## src/fetch_params.svh

```systemverilog
// Compile-time constants shared by the fetch front end
// Strand count sets the width of every per-strand mask
// Queue depth must be at least 2 so the almost-full rule can hold back fetches

`ifndef FETCH_PARAMS_SVH
`define FETCH_PARAMS_SVH

// Hardware strands served by the barrel
`define FETCH_NUM_STRANDS 4

// Entries in each strand's instruction queue
`define FETCH_QUEUE_DEPTH 4

// Program counter of every strand after reset
`define FETCH_RESET_PC 32'h0000_0000

// Integer multiply opcode, same value in format A and format B
`define FETCH_OP_IMUL 7

`endif

```

## src/fetch_pkg.sv

```systemverilog
// Vector types shared by the fetch front end
// Strand index width follows the strand count in the params header
// Instructions are held in big-endian field order after the byte swap

`include "fetch_params.svh"

package fetch_pkg;

	// Byte address of an instruction
	typedef logic [31:0] addr_t;

	// Instruction word, fields in big-endian order
	typedef logic [31:0] instr_t;

	// Index of one strand
	typedef logic [$clog2(`FETCH_NUM_STRANDS)-1:0] strand_t;

	// One bit per strand
	// Used for requests, grants, waits, rollbacks and queue flags
	typedef logic [`FETCH_NUM_STRANDS-1:0] strand_mask_t;

endpackage

```

## src/fetch_request_arbiter.sv

```systemverilog
// Picks one strand per cycle for the instruction cache, least recently granted first
// Cache answers one cycle after the grant, so the grant is kept in a register
// A miss without collision parks the strand until its load-complete pulse
// When nothing is granted the address output is a don't care

`timescale 1ns/1ps
`include "fetch_params.svh"

module fetch_request_arbiter (
	input  logic                    clk,
	input  logic                    reset,
	input  fetch_pkg::strand_mask_t want_i,
	input  fetch_pkg::addr_t        next_pc_i [`FETCH_NUM_STRANDS],
	input  logic                    icache_hit_i,
	input  logic                    icache_collision_i,
	input  fetch_pkg::strand_mask_t icache_load_complete_i,
	output fetch_pkg::strand_mask_t grant_q_o,
	output logic                    icache_request_o,
	output fetch_pkg::addr_t        icache_addr_o,
	output fetch_pkg::strand_t      icache_strand_o
);
	import fetch_pkg::*;

	localparam int NUM = `FETCH_NUM_STRANDS;

	// Recency order, entry 0 is the least recently granted strand
	strand_t      lru_q [NUM];
	strand_t      lru_d [NUM];
	strand_mask_t wait_q;
	strand_mask_t wait_d;
	strand_mask_t eligible;
	strand_mask_t grant;
	strand_t      pick;
	int           pick_pos;
	logic         found;

	// Cache result in this cycle belongs to last cycle's grant
	// Wait set already includes a miss seen now, so that strand is skipped at once
	always_comb
	begin
		wait_d = wait_q & ~icache_load_complete_i;
		if (!icache_hit_i && !icache_collision_i)
			wait_d = wait_d | grant_q_o;
	end

	assign eligible = want_i & ~wait_d;

	// Walk the recency order, first eligible strand wins
	always_comb
	begin
		grant = '0;
		pick = '0;
		pick_pos = 0;
		found = 1'b0;
		for (int i = 0; i < NUM; i++)
		begin
			if (!found && eligible[lru_q[i]])
			begin
				found = 1'b1;
				pick = lru_q[i];
				pick_pos = i;
			end
		end
		if (found)
			grant[pick] = 1'b1;
	end

	// Granted strand moves to the most recent end, the rest shift up
	always_comb
	begin
		lru_d = lru_q;
		if (found)
		begin
			for (int i = 0; i < NUM - 1; i++)
			begin
				if (i >= pick_pos)
					lru_d[i] = lru_q[i + 1];
			end
			lru_d[NUM - 1] = pick;
		end
	end

	assign icache_request_o = found;
	assign icache_addr_o = next_pc_i[pick];
	assign icache_strand_o = pick;

	always_ff @(posedge clk, posedge reset)
	begin
		if (reset)
		begin
			grant_q_o <= '0;
			wait_q <= '0;
			for (int i = 0; i < NUM; i++)
				lru_q[i] <= strand_t'(i);
		end
		else
		begin
			grant_q_o <= grant;
			wait_q <= wait_d;
			lru_q <= lru_d;
		end
	end

endmodule

```

## src/fetch_predecode.sv

```systemverilog
// Predecode of the word returned by the instruction cache
// Memory holds instructions little-endian, so bytes are swapped first
// Static prediction only, backward conditional branches are taken
// Purely combinational, one copy shared by all strands

`timescale 1ns/1ps
`include "fetch_params.svh"

module fetch_predecode (
	input  fetch_pkg::instr_t icache_data_i,
	output fetch_pkg::instr_t instr_o,
	output logic              branch_predicted_o,
	output fetch_pkg::addr_t  branch_offset_o,
	output logic              long_latency_o
);
	import fetch_pkg::*;

	instr_t     swapped;
	logic       is_branch;
	logic [2:0] branch_type;
	logic       is_conditional;
	logic       is_unconditional;

	assign swapped = {icache_data_i[7:0], icache_data_i[15:8],
		icache_data_i[23:16], icache_data_i[31:24]};
	assign instr_o = swapped;

	// Branch format has the top nibble all ones
	assign is_branch = swapped[31:28] == 4'b1111;
	assign branch_type = swapped[27:25];

	always_comb
	begin
		is_conditional = 1'b0;
		is_unconditional = 1'b0;
		if (is_branch)
		begin
			case (branch_type)
				3'd0, 3'd1, 3'd2, 3'd5: is_conditional = 1'b1;
				// Branch-always and call
				3'd3, 3'd4: is_unconditional = 1'b1;
				default: ;
			endcase
		end
	end

	// Offset field is bits 24 to 5
	assign branch_offset_o = {{12{swapped[24]}}, swapped[24:5]};

	// Negative offset means a backward branch, likely a loop
	assign branch_predicted_o = is_unconditional || (is_conditional && branch_offset_o[31]);

	// Long latency ops go down the longer arithmetic pipeline
	always_comb
	begin
		if (swapped[31:29] == 3'b110)
			// Format A
			long_latency_o = swapped[28] || swapped[28:23] == 6'(`FETCH_OP_IMUL);
		else if (!swapped[31])
			// Format B
			long_latency_o = swapped[30:26] == 5'(`FETCH_OP_IMUL);
		else
			long_latency_o = 1'b0;
	end

endmodule

```

## src/instr_queue.sv

```systemverilog
// Small circular FIFO of predecoded instructions for one strand
// Flush empties it in one cycle and wins over an enqueue in the same cycle
// Enqueue while full and dequeue while empty are ignored

`timescale 1ns/1ps
`include "fetch_params.svh"

module instr_queue (
	input  logic              clk,
	input  logic              reset,
	input  logic              flush_i,
	input  logic              enqueue_i,
	input  logic              dequeue_i,
	input  fetch_pkg::addr_t  pc_i,
	input  fetch_pkg::instr_t instr_i,
	input  logic              predicted_i,
	input  logic              long_latency_i,
	output fetch_pkg::addr_t  pc_o,
	output fetch_pkg::instr_t instr_o,
	output logic              predicted_o,
	output logic              long_latency_o,
	output logic              full_o,
	output logic              almost_full_o,
	output logic              empty_o
);
	import fetch_pkg::*;

	localparam int DEPTH = `FETCH_QUEUE_DEPTH;
	localparam int PTR_W = $clog2(DEPTH);
	localparam int CNT_W = $clog2(DEPTH + 1);

	addr_t            pc_mem [DEPTH];
	instr_t           instr_mem [DEPTH];
	logic             pred_mem [DEPTH];
	logic             long_mem [DEPTH];
	logic [PTR_W-1:0] rd_ptr_q;
	logic [PTR_W-1:0] wr_ptr_q;
	logic [CNT_W-1:0] count_q;
	logic             do_enq;
	logic             do_deq;

	// Wraps for any depth, not only powers of two
	function automatic logic [PTR_W-1:0] ptr_inc(input logic [PTR_W-1:0] ptr);
		if (ptr == PTR_W'(DEPTH - 1))
			return '0;
		return ptr + 1'b1;
	endfunction

	assign full_o = count_q == CNT_W'(DEPTH);
	assign almost_full_o = count_q == CNT_W'(DEPTH - 1);
	assign empty_o = count_q == '0;

	assign do_enq = enqueue_i && !full_o && !flush_i;
	assign do_deq = dequeue_i && !empty_o;

	always_ff @(posedge clk, posedge reset)
	begin
		if (reset)
		begin
			rd_ptr_q <= '0;
			wr_ptr_q <= '0;
			count_q <= '0;
		end
		else if (flush_i)
		begin
			rd_ptr_q <= '0;
			wr_ptr_q <= '0;
			count_q <= '0;
		end
		else
		begin
			if (do_enq)
				wr_ptr_q <= ptr_inc(wr_ptr_q);
			if (do_deq)
				rd_ptr_q <= ptr_inc(rd_ptr_q);
			// Both at once leaves the count alone
			if (do_enq && !do_deq)
				count_q <= count_q + 1'b1;
			else if (do_deq && !do_enq)
				count_q <= count_q - 1'b1;
		end
	end

	// Storage
	always_ff @(posedge clk)
	begin
		if (do_enq)
		begin
			pc_mem[wr_ptr_q] <= pc_i;
			instr_mem[wr_ptr_q] <= instr_i;
			pred_mem[wr_ptr_q] <= predicted_i;
			long_mem[wr_ptr_q] <= long_latency_i;
		end
	end

	// Head of queue, valid only while not empty
	assign pc_o = pc_mem[rd_ptr_q];
	assign instr_o = instr_mem[rd_ptr_q];
	assign predicted_o = pred_mem[rd_ptr_q];
	assign long_latency_o = long_mem[rd_ptr_q];

endmodule

```

## src/strand_fetch_slot.sv

```systemverilog
// Fetch state of one strand, program counter plus its instruction queue
// A hit for this strand enqueues the word and moves the pc on the same edge
// A miss leaves the pc where it is so the same address is fetched again
// Rollback flushes the queue and hides the head in the same cycle

`timescale 1ns/1ps
`include "fetch_params.svh"

module strand_fetch_slot (
	input  logic              clk,
	input  logic              reset,
	input  logic              grant_q_i,
	input  logic              icache_hit_i,
	input  fetch_pkg::instr_t instr_i,
	input  logic              branch_predicted_i,
	input  fetch_pkg::addr_t  branch_offset_i,
	input  logic              long_latency_i,
	input  logic              rollback_i,
	input  fetch_pkg::addr_t  rollback_pc_i,
	input  logic              pop_i,
	output logic              want_o,
	output fetch_pkg::addr_t  next_pc_o,
	output logic              head_valid_o,
	output fetch_pkg::addr_t  head_pc_o,
	output fetch_pkg::instr_t head_instr_o,
	output logic              head_predicted_o,
	output logic              head_long_latency_o
);
	import fetch_pkg::*;

	// pc_q is the address of the word in flight while a hit returns
	addr_t pc_q;
	addr_t pc_plus4;
	logic  enqueue;
	logic  full;
	logic  almost_full;
	logic  empty;

	assign enqueue = grant_q_i && icache_hit_i;
	assign pc_plus4 = pc_q + 32'd4;

	// Hold off when a word landing now would leave no room for the next one
	assign want_o = !full && !(almost_full && enqueue);

	// Next address, resolved in the cycle the word comes back
	always_comb
	begin
		if (rollback_i)
			next_pc_o = rollback_pc_i;
		else if (!enqueue)
			next_pc_o = pc_q;
		else if (branch_predicted_i)
			next_pc_o = pc_plus4 + branch_offset_i;
		else
			next_pc_o = pc_plus4;
	end

	always_ff @(posedge clk, posedge reset)
	begin
		if (reset)
			pc_q <= `FETCH_RESET_PC;
		else
			pc_q <= next_pc_o;
	end

	instr_queue u_queue (
		.clk            (clk),
		.reset          (reset),
		.flush_i        (rollback_i),
		.enqueue_i      (enqueue),
		.dequeue_i      (pop_i),
		.pc_i           (pc_plus4),
		.instr_i        (instr_i),
		.predicted_i    (branch_predicted_i),
		.long_latency_i (long_latency_i),
		.pc_o           (head_pc_o),
		.instr_o        (head_instr_o),
		.predicted_o    (head_predicted_o),
		.long_latency_o (head_long_latency_o),
		.full_o         (full),
		.almost_full_o  (almost_full),
		.empty_o        (empty)
	);

	// Rolled-back strand must not issue its stale head
	assign head_valid_o = !empty && !rollback_i;

endmodule

```

## src/strand_issue_select.sv

```systemverilog
// Round-robin drain of the per-strand queues onto the single issue port
// Search starts at the strand after the last one issued
// Nothing is popped while issue_ready_i is low

`timescale 1ns/1ps
`include "fetch_params.svh"

module strand_issue_select (
	input  logic                    clk,
	input  logic                    reset,
	input  fetch_pkg::strand_mask_t head_valid_i,
	input  fetch_pkg::addr_t        head_pc_i [`FETCH_NUM_STRANDS],
	input  fetch_pkg::instr_t       head_instr_i [`FETCH_NUM_STRANDS],
	input  fetch_pkg::strand_mask_t head_predicted_i,
	input  fetch_pkg::strand_mask_t head_long_latency_i,
	input  logic                    issue_ready_i,
	output fetch_pkg::strand_mask_t pop_o,
	output logic                    issue_valid_o,
	output fetch_pkg::strand_t      issue_strand_o,
	output fetch_pkg::addr_t        issue_pc_o,
	output fetch_pkg::instr_t       issue_instr_o,
	output logic                    issue_branch_predicted_o,
	output logic                    issue_long_latency_o
);
	import fetch_pkg::*;

	localparam int NUM = `FETCH_NUM_STRANDS;

	strand_t last_q;
	strand_t pick;
	logic    found;

	// Last candidate checked is last_q itself
	always_comb
	begin
		strand_t idx;
		pick = last_q;
		found = 1'b0;
		for (int i = 1; i <= NUM; i++)
		begin
			idx = strand_t'((int'(last_q) + i) % NUM);
			if (!found && head_valid_i[idx])
			begin
				found = 1'b1;
				pick = idx;
			end
		end
	end

	assign issue_valid_o = issue_ready_i && found;

	always_comb
	begin
		pop_o = '0;
		if (issue_valid_o)
			pop_o[pick] = 1'b1;
	end

	// Head fields of the chosen strand
	assign issue_strand_o = pick;
	assign issue_pc_o = head_pc_i[pick];
	assign issue_instr_o = head_instr_i[pick];
	assign issue_branch_predicted_o = head_predicted_i[pick];
	assign issue_long_latency_o = head_long_latency_i[pick];

	// Start at strand 0 after reset
	always_ff @(posedge clk, posedge reset)
	begin
		if (reset)
			last_q <= strand_t'(NUM - 1);
		else if (issue_valid_o)
			last_q <= pick;
	end

endmodule

```

## src/fetch_top.sv

```systemverilog
// Instruction fetch front end for the four-strand barrel CPU
// External cache answers one cycle after a request, hit or miss
// Issue port is a plain valid level throttled by issue_ready_i
// Rollback of a strand flushes its queue and redirects its pc the same cycle

`timescale 1ns/1ps
`include "fetch_params.svh"

module fetch_top (
	input  logic                    clk,
	input  logic                    reset,
	output logic                    icache_request_o,
	output fetch_pkg::addr_t        icache_addr_o,
	output fetch_pkg::strand_t      icache_strand_o,
	input  logic                    icache_hit_i,
	input  fetch_pkg::instr_t       icache_data_i,
	input  logic                    icache_collision_i,
	input  fetch_pkg::strand_mask_t icache_load_complete_i,
	input  fetch_pkg::strand_mask_t rollback_i,
	input  fetch_pkg::addr_t        rollback_pc_i [`FETCH_NUM_STRANDS],
	input  logic                    issue_ready_i,
	output logic                    issue_valid_o,
	output fetch_pkg::strand_t      issue_strand_o,
	output fetch_pkg::addr_t        issue_pc_o,
	output fetch_pkg::instr_t       issue_instr_o,
	output logic                    issue_branch_predicted_o,
	output logic                    issue_long_latency_o
);
	import fetch_pkg::*;

	localparam int NUM = `FETCH_NUM_STRANDS;

	strand_mask_t want;
	strand_mask_t grant_q;
	addr_t        next_pc [NUM];
	// Predecoded word, broadcast to every slot
	instr_t       pd_instr;
	logic         pd_predicted;
	addr_t        pd_offset;
	logic         pd_long;
	// Queue heads and pops
	strand_mask_t pop;
	strand_mask_t head_valid;
	addr_t        head_pc [NUM];
	instr_t       head_instr [NUM];
	strand_mask_t head_predicted;
	strand_mask_t head_long;

	fetch_request_arbiter u_arbiter (
		.clk                    (clk),
		.reset                  (reset),
		.want_i                 (want),
		.next_pc_i              (next_pc),
		.icache_hit_i           (icache_hit_i),
		.icache_collision_i     (icache_collision_i),
		.icache_load_complete_i (icache_load_complete_i),
		.grant_q_o              (grant_q),
		.icache_request_o       (icache_request_o),
		.icache_addr_o          (icache_addr_o),
		.icache_strand_o        (icache_strand_o)
	);

	fetch_predecode u_predecode (
		.icache_data_i      (icache_data_i),
		.instr_o            (pd_instr),
		.branch_predicted_o (pd_predicted),
		.branch_offset_o    (pd_offset),
		.long_latency_o     (pd_long)
	);

	// Only the slot whose grant bit is set takes the word
	for (genvar s = 0; s < NUM; s++)
	begin : g_slot
		strand_fetch_slot u_slot (
			.clk                 (clk),
			.reset               (reset),
			.grant_q_i           (grant_q[s]),
			.icache_hit_i        (icache_hit_i),
			.instr_i             (pd_instr),
			.branch_predicted_i  (pd_predicted),
			.branch_offset_i     (pd_offset),
			.long_latency_i      (pd_long),
			.rollback_i          (rollback_i[s]),
			.rollback_pc_i       (rollback_pc_i[s]),
			.pop_i               (pop[s]),
			.want_o              (want[s]),
			.next_pc_o           (next_pc[s]),
			.head_valid_o        (head_valid[s]),
			.head_pc_o           (head_pc[s]),
			.head_instr_o        (head_instr[s]),
			.head_predicted_o    (head_predicted[s]),
			.head_long_latency_o (head_long[s])
		);
	end

	strand_issue_select u_issue (
		.clk                      (clk),
		.reset                    (reset),
		.head_valid_i             (head_valid),
		.head_pc_i                (head_pc),
		.head_instr_i             (head_instr),
		.head_predicted_i         (head_predicted),
		.head_long_latency_i      (head_long),
		.issue_ready_i            (issue_ready_i),
		.pop_o                    (pop),
		.issue_valid_o            (issue_valid_o),
		.issue_strand_o           (issue_strand_o),
		.issue_pc_o               (issue_pc_o),
		.issue_instr_o            (issue_instr_o),
		.issue_branch_predicted_o (issue_branch_predicted_o),
		.issue_long_latency_o     (issue_long_latency_o)
	);

endmodule

```

## config.mk

```make
export PLATFORM = sky130hd
export DESIGN_NAME = fetch_top
export DESIGN_NICKNAME = d
export VERILOG_FILES = /design/src/fetch_pkg.sv /design/src/fetch_request_arbiter.sv /design/src/fetch_predecode.sv /design/src/instr_queue.sv /design/src/strand_fetch_slot.sv /design/src/strand_issue_select.sv /design/src/fetch_top.sv
export VERILOG_INCLUDE_DIRS = /design/src /design/src/src
export SDC_FILE = /design/constraint.sdc
export NUM_CORES = 2
export LEC_CHECK = 0
export ABC_AREA = 1
export BUFFER_PORTS_ARGS = -buffer_cell sky130_fd_sc_hd__buf_2
export CAP_MARGIN = 20
export CORE_AREA = 8 8 422 424
export DETAILED_ROUTE_END_ITERATION = 10
export DIE_AREA = 0 0 430 432
export GPL_ROUTABILITY_DRIVEN = 0
export HOLD_SLACK_MARGIN = 0.08
export SYNTH_ARGS = -nofsm -noshare
export SYNTH_HDL_FRONTEND = slang
export SYNTH_HIERARCHICAL = 1
export SYNTH_SLANG_ARGS = --single-unit
```

## constraint.sdc

```tcl
create_clock -name clk -period 11.1 [get_ports clk]
set_input_delay 0.555 -clock clk [delete_from_list [all_inputs] [get_ports clk]]
set_output_delay 0.555 -clock clk [all_outputs]
set_load 0.02 [all_outputs]
```

=== After elaboration in Yosys (flattened, before gate mapping) ===
Memories as Yosys holds them, arrays and structs flattened.
Cells that the tools add are included.
W data, S select, Z words.

* Register bits: 174
* RAM bits: 1,056
* Output and inout port bits: 104
* Logic and storage cells: 368
* Memories kept: 16

* $add $sub $neg: 28
* $lt $le $gt $ge: 17
* Eq/ne operators: 25
* Mux-type cells: 149
* Bitwise logic cells: 7
* Reduce and logical (&&, ||, !) cells: 103

{| class="wikitable"
|+ Memory list
! name !! words !! width !! rd ports !! clocked after memory_dff !! write ports !! RTL line !! source
|-
| g_slot[0].u_slot.u_queue.instr_mem || 4 || 32 || 1 || 0 || 1 || instr_queue.sv:33 || <nowiki>instr_t instr_mem [DEPTH];</nowiki>
|-
| g_slot[0].u_slot.u_queue.pc_mem || 4 || 32 || 1 || 0 || 1 || instr_queue.sv:32 || <nowiki>addr_t pc_mem [DEPTH];</nowiki>
|-
| g_slot[1].u_slot.u_queue.instr_mem || 4 || 32 || 1 || 0 || 1 || instr_queue.sv:33 ||
|-
| g_slot[1].u_slot.u_queue.pc_mem || 4 || 32 || 1 || 0 || 1 || instr_queue.sv:32 ||
|-
| g_slot[2].u_slot.u_queue.instr_mem || 4 || 32 || 1 || 0 || 1 || instr_queue.sv:33 ||
|-
| g_slot[2].u_slot.u_queue.pc_mem || 4 || 32 || 1 || 0 || 1 || instr_queue.sv:32 ||
|-
| 10 more memories || -- || -- || -- || -- || -- || -- ||
|}

{| class="wikitable"
|+ Operators by type and width
! kind !! count
|-
| $mux W32 || 18
|-
| $bmux W32 S2 || 3
|-
| $add A32 B3 Y32 const B || 4
|-
| $add A32 B32 Y32 || 4
|-
| $mux W2 || 42
|-
| $mux W1 || 59
|-
| $logic_and A1 B1 Y1 || 47
|-
| $mux W3 || 12
|-
| $logic_not A1 Y1 || 32
|-
| $lt A2 B3 Y1 const B || 10
|-
| $eq A3 B3 Y1 const B || 7
|-
| $add A2 B1 Y2 const B || 10
|-
| $bmux W1 S2 || 10
|-
| $eq A3 B2 Y1 const B || 6
|-
| $eq A2 B2 Y1 const B || 8
|-
| $reduce_bool A2 Y1 || 8
|-
| $logic_not A3 Y1 || 5
|-
| $add A3 B1 Y3 const B || 4
|-
| $mux W4 || 3
|-
| $reduce_bool A3 Y1 || 4
|-
| $sub A3 B1 Y3 const B || 4
|-
| $and A4 B4 Y4 || 2
|-
| $not A4 Y4 || 2
|-
| $eq A6 B3 Y1 const B || 1
|-
| other kinds (15) || 24
|}

=== Depth between registers and ports, before layout ===
* Depth in word-level cells: 26
* Gate-level depth with buffers: 28
* Gate-level depth less buffers: 28

=== Cells and area by module ===
Netlist, hierarchy kept.

{| class="wikitable"
|+ Modules (own cells, without submodules)
! module !! times used !! cells an instance !! area each (um^2)
|-
| instr_queue || 4 || 707 || 10,302.4
|-
| strand_fetch_slot at g_slot[0].u_slot ... || 2 || 887 || 5,084.9
|-
| strand_fetch_slot at g_slot[2].u_slot || 1 || 884 || 4,972.3
|-
| strand_fetch_slot at g_slot[3].u_slot || 1 || 875 || 4,892.2
|-
| strand_issue_select || 1 || 805 || 3,791.1
|-
| fetch_request_arbiter || 1 || 436 || 2,383.5
|-
| fetch_predecode || 1 || 86 || 578.1
|}

=== Least setup slack after synthesis ===
OpenSTA, ideal clock, no wires.

* Kind: input-to-reg
* Start point: input icache_hit_i
* End point: memory g_slot[3].u_slot/u_queue/instr_mem[0][0] (netlist name), enable pin
* Data arrival time: 4,082 ps
* Required time: 10,609 ps
* Path slack: 6,528 ps
* Cell stages on the path: 5
* Path through: nand2_1 -> inv_1 -> clkbuf_1 -> nand3_1 -> nor2_1

* Word-level cells in the longest chain between the ends: 5

{| class="wikitable"
|+ Ends and longest elaborated chain
! element !! RTL line !! source
|-
| start, declared || fetch_top.sv:15 || <nowiki>input logic icache_hit_i,</nowiki>
|-
| $logic_and A1 B1 Y1 || strand_fetch_slot.sv:39 || <nowiki>assign enqueue = grant_q_i && icache_hit_i;</nowiki>
|-
| net g_slot[3].u_slot.enqueue || strand_fetch_slot.sv:34 || <nowiki>logic enqueue;</nowiki>
|-
| $logic_and A1 B1 Y1 (2 in series) || instr_queue.sv:53 || <nowiki>assign do_enq = enqueue_i && !full_o && !flush_i;</nowiki>
|-
| $mux W1 || instr_queue.sv:87 || <nowiki>if (do_enq)</nowiki>
|-
| $mux W1 (not written as such) || instr_queue.sv:90 || <nowiki>instr_mem[wr_ptr_q] <= instr_i;</nowiki>
|-
| end, declared || instr_queue.sv:33 ||
|}

The timed path passes the listed nets, and every way through them passes these cells.

==> flow_summary.json <==
{
  "status": "finished, final reports clean",
  "io_buffers": 276,
  "setup_ws_ns": 5.12,
  "cp-end-kind": "primary output",
  "fin_nets": 8111,
  "die_h_um": 432,
  "finalNonFillerCells": 10100,
  "die_w_um": 430,
  "grt_pass1_vias": 50800,
  "ctsHtreeMaxLevel": 4,
  "synth_area_leaders": "edfxtp_1, nand2_1, dfrtp_1",
  "fin_area_um2": 74900,
  "cap_violations": 0,
  "postCtsSetupBuffers": 0,
  "gr-usage-met3_pct": 3.99,
  "setup_viol": 0,
  "p_per_area_nw_per_um2": 221,
  "fin_tns_setup_ns": 0,
  "drt_pass1_iterations": 6,
  "clk_pin_slew_worst_paths_ns": 0.06,
  "drive_above_1_share_pct": 9.80,
  "drc": 0,
  "finalHoldWorstSlack_ns": 0.128,
  "cts_root_buf": "clkbuf_16",
  "leakage_nw": 31.1,
  "finalHoldViolations": 0,
  "grt_pass1_wl_um": 336000,
  "routed_wl_um": 233000,
  "die_area_um2": 186000,
  "worstSkewPairLatency_ns": 0.78,
  "cp_common_cell": "nand2_1",
  "grt_usage_pct": 23.9,
  "dp_worst_setup_slack_ns": 5.55,
  "min_period_ns": 5.98,
  "yosysWarningCount": 6,
  "synth.largest_area_cell": "edfxtp_1",
  "ant_nets": 0,
  "vias_per_cell": 5.54,
  "cpPeakStageDelay_ns": 0.62,
  "wl_per_cell_um": 23.0,
  "worstPathArrival_ns": 5.42,
  "place_area_um2": 70300,
  "area_growth_syn_to_layout_pct": 10.1,
  "cp.required_ns": 10.55,
  "grt_use_met1_pct": 33.9,
  "slew_headroom_pct": 25.8,
  "drtIter0Drc": 6608,
  "synth-seq-cells": 1230,
  "rsz0062_at_grt": "no",
  "clockBufferDepth": 3,
  "min-delay-start": "rollback_pc_i[40]",
  "coreArea_um2": 171000,
  "cts_buffers": 133,
  "netlist_area_um2": 68000,
  "use_met2_pct": 35.8,
  "postCtsResizedCells": 0,
  "via_count": 56000,
  "crit_path_start_kind": "register",
  "floorplan.initialDensity_pct": 39.8,
  "rows": 152,
  "ir_worst_vdd_mv": 0.264,
  "cts_tree": "done",
  "place_hpwl_um": 159000,
  "slew_violations": 0,
  "dp_cells": 9841,
  "yosysSeqAreaShare_pct": 53.0,
  "grt-ovfl-total": 0,
  "syn-num-nets": 8049,
  "worstSetupPathType": "register to primary output",
  "worst_pin_slew_ns": 1.11,
  "synth.distinct_cells": 54,
  "startpoint": "g_slot[2].u_slot/pc_q[2]",
  "grt-busiest-layer": "met2",
  "io_pins": 277,
  "synth_top_area_share_pct": 46.6,
  "antenna_found_initial": 20,
  "syn_area_per_cell_um2": 8.84,
  "grt_max_degree": 133,
  "min_path_type": "input pin to register",
  "period_share_pct": 53.8,
  "worstPathMaxFanout": 6,
  "cts_sinks": 1230,
  "fmax_ghz": 0.167,
  "slowest_stage": "a21oi_1",
  "path_cells": "ha_1, nand2_1, nor2_2, nand2_2, nor2_4, inv_2, nor2_4, xnor2_1, inv_1, ha_1, a21oi_1, nand2_1, a21oi_1, nor2_1, nor2_1, nand3_1, nand3_1, nand2_1, a21oi_1, nand3_1, nand2_1, nand2_1, nand2_1, buf_2",
  "syn_inst": 7688,
  "fin_skew_ns": 0.0455,
  "nFillCells": 16600,
  "reg2reg_from": "g_slot[0].u_slot/u_queue/count_q[0]"
}
-- metal layers --
| layer | wire (µm) | part of all wire [%] |
|---|---|---|
| met1 | 99100 | 43 |
| met2 | 99700 | 43 |
| met3 | 20900 | 9.0 |
| met4 | 13100 | 5.6 |
| met5 | 24 | 0.010 |
-- critical path: cells and delay by family (launching register included) --
family	cells	cell delay [ns]
buffers and inverters	3	0.45
xor gates and xnor gates	1	0.21
AOI/OAI and AO/OA	3	1.19
DFF	1	0.47
and+or+nand+nor	15	1.73
adders and majority gates	2	0.60
-- flip-flops by register name (all words and copies together), names as in the netlist --
name	count
u_arbiter/wait_q	4
g_slot.u_slot/pc_q	128
u_issue/last_q	2
u_arbiter/grant_q_o	4
g_slot.u_slot/u_queue/count_q	12
g_slot.u_slot/u_queue/pred_mem	16
g_slot.u_slot/u_queue/instr_mem	512
u_arbiter/lru_q	8
g_slot.u_slot/u_queue/wr_ptr_q	8
g_slot.u_slot/u_queue/long_mem	16
g_slot.u_slot/u_queue/pc_mem	512
g_slot.u_slot/u_queue/rd_ptr_q	8
-- what timing repair did --
item / CTS / global route
hold buffers: 5 / 0
endpoints found under the setup margin: 0 / 0
hold endpoints to repair: 44 / 0
-- cells by family after synthesis --
kind of cell    synth area share, %
compound gates                 10.9
xor+xnor                       1.48
fa+ha+maj                      3.55
buf+inv                        8.53
flops                          53.0
simple gates                   22.5
-- final cells by class --
type | count | area (µm²) | area share [%]
Timing Repair Buffer | 338 | 1910 | 2.55
Clock buffer | 171 | 3560 | 4.76
Multi-Input combinational cell | 5178 | 26300 | 35.1
Antenna cell | 12 | 30.0 | 0.0401
Inverter | 869 | 3280 | 4.39
Sequential cell | 1230 | 36100 | 48.2
Clock inverter | 72 | 896 | 1.20
Tap cell | 2233 | 2790 | 3.73
-- synth_stat cells, drive strengths merged --
| master | count |
|---|---|
| a21o | 11 |
| clkbuf | 153 |
| nor3 | 57 |
| a31oi | 5 |
| and2 | 12 |
| a21oi | 373 |
| ha | 180 |
| and3 | 7 |
| nor3b | 1 |
| o22ai | 268 |
| o211ai | 22 |
| dfrtp | 168 |
| nand2 | 1654 |
| nand3b | 75 |
| o21a | 4 |
| fa | 8 |
| nor2 | 981 |
| xnor2 | 38 |
| or2 | 11 |
| inv | 869 |
| nor4 | 1 |
| o21ai | 637 |
| buf | 258 |
| dfstp | 6 |
| nand3 | 657 |
| o221ai | 1 |
| a31o | 1 |
| edfxtp | 1056 |
| xor2 | 77 |
| o21bai | 37 |
| nand4 | 60 |
-- metrics by stage --
stage | power (mW) | utilization [%]
floorplan | 9.71 | -
global placement | 12.0 | 41.1
detailed placement | 12.0 | 41.1
CTS | 16.5 | 43.7
global route | 17.2 | 43.8
finish | 16.5 | 43.8
-- power by group --
| group | internal, mW | switching (mW) |
|---|---|---|
| Clock | 2.59 | 1.92 |
| Combinational | 1.67 | 4.80 |
| Sequential | 5.35 | 0.201 |
-- path summary, 6_finish.rpt --
path | end | depth (start not counted) | slack, ns
worst max-delay path | icache_addr_o[27] | 24 | 5.12
worst min-delay path | g_slot[2].u_slot/pc_q[8] | 3 | 0.13
worst max register to register | g_slot[2].u_slot/u_queue/count_q[2] | 20 | 6.06
worst min register to register | u_arbiter/lru_q[3] | 2 | 0.53
max in group asynchronous | g_slot[3].u_slot/pc_q[0] | 4 | 9.82
min in group asynchronous | g_slot[2].u_slot/u_queue/wr_ptr_q[0] | 3 | 0.57
-- layout by cell type (no fill, tap or decap), types with 63 or more instances in the layout --
cell type and n:
nand3_1 644, edfxtp_1 1056, dfrtp_1 160, nor2_1 911
buf_2 275, inv_1 838, nand2_2 63, o21ai_0 560
nand3b_1 75, a21oi_1 362, o22ai_1 268, o21ai_1 77
nand2_1 1575, clkbuf_16 135, xor2_1 77, ha_1 180
(Power assumes the default switching activity.)
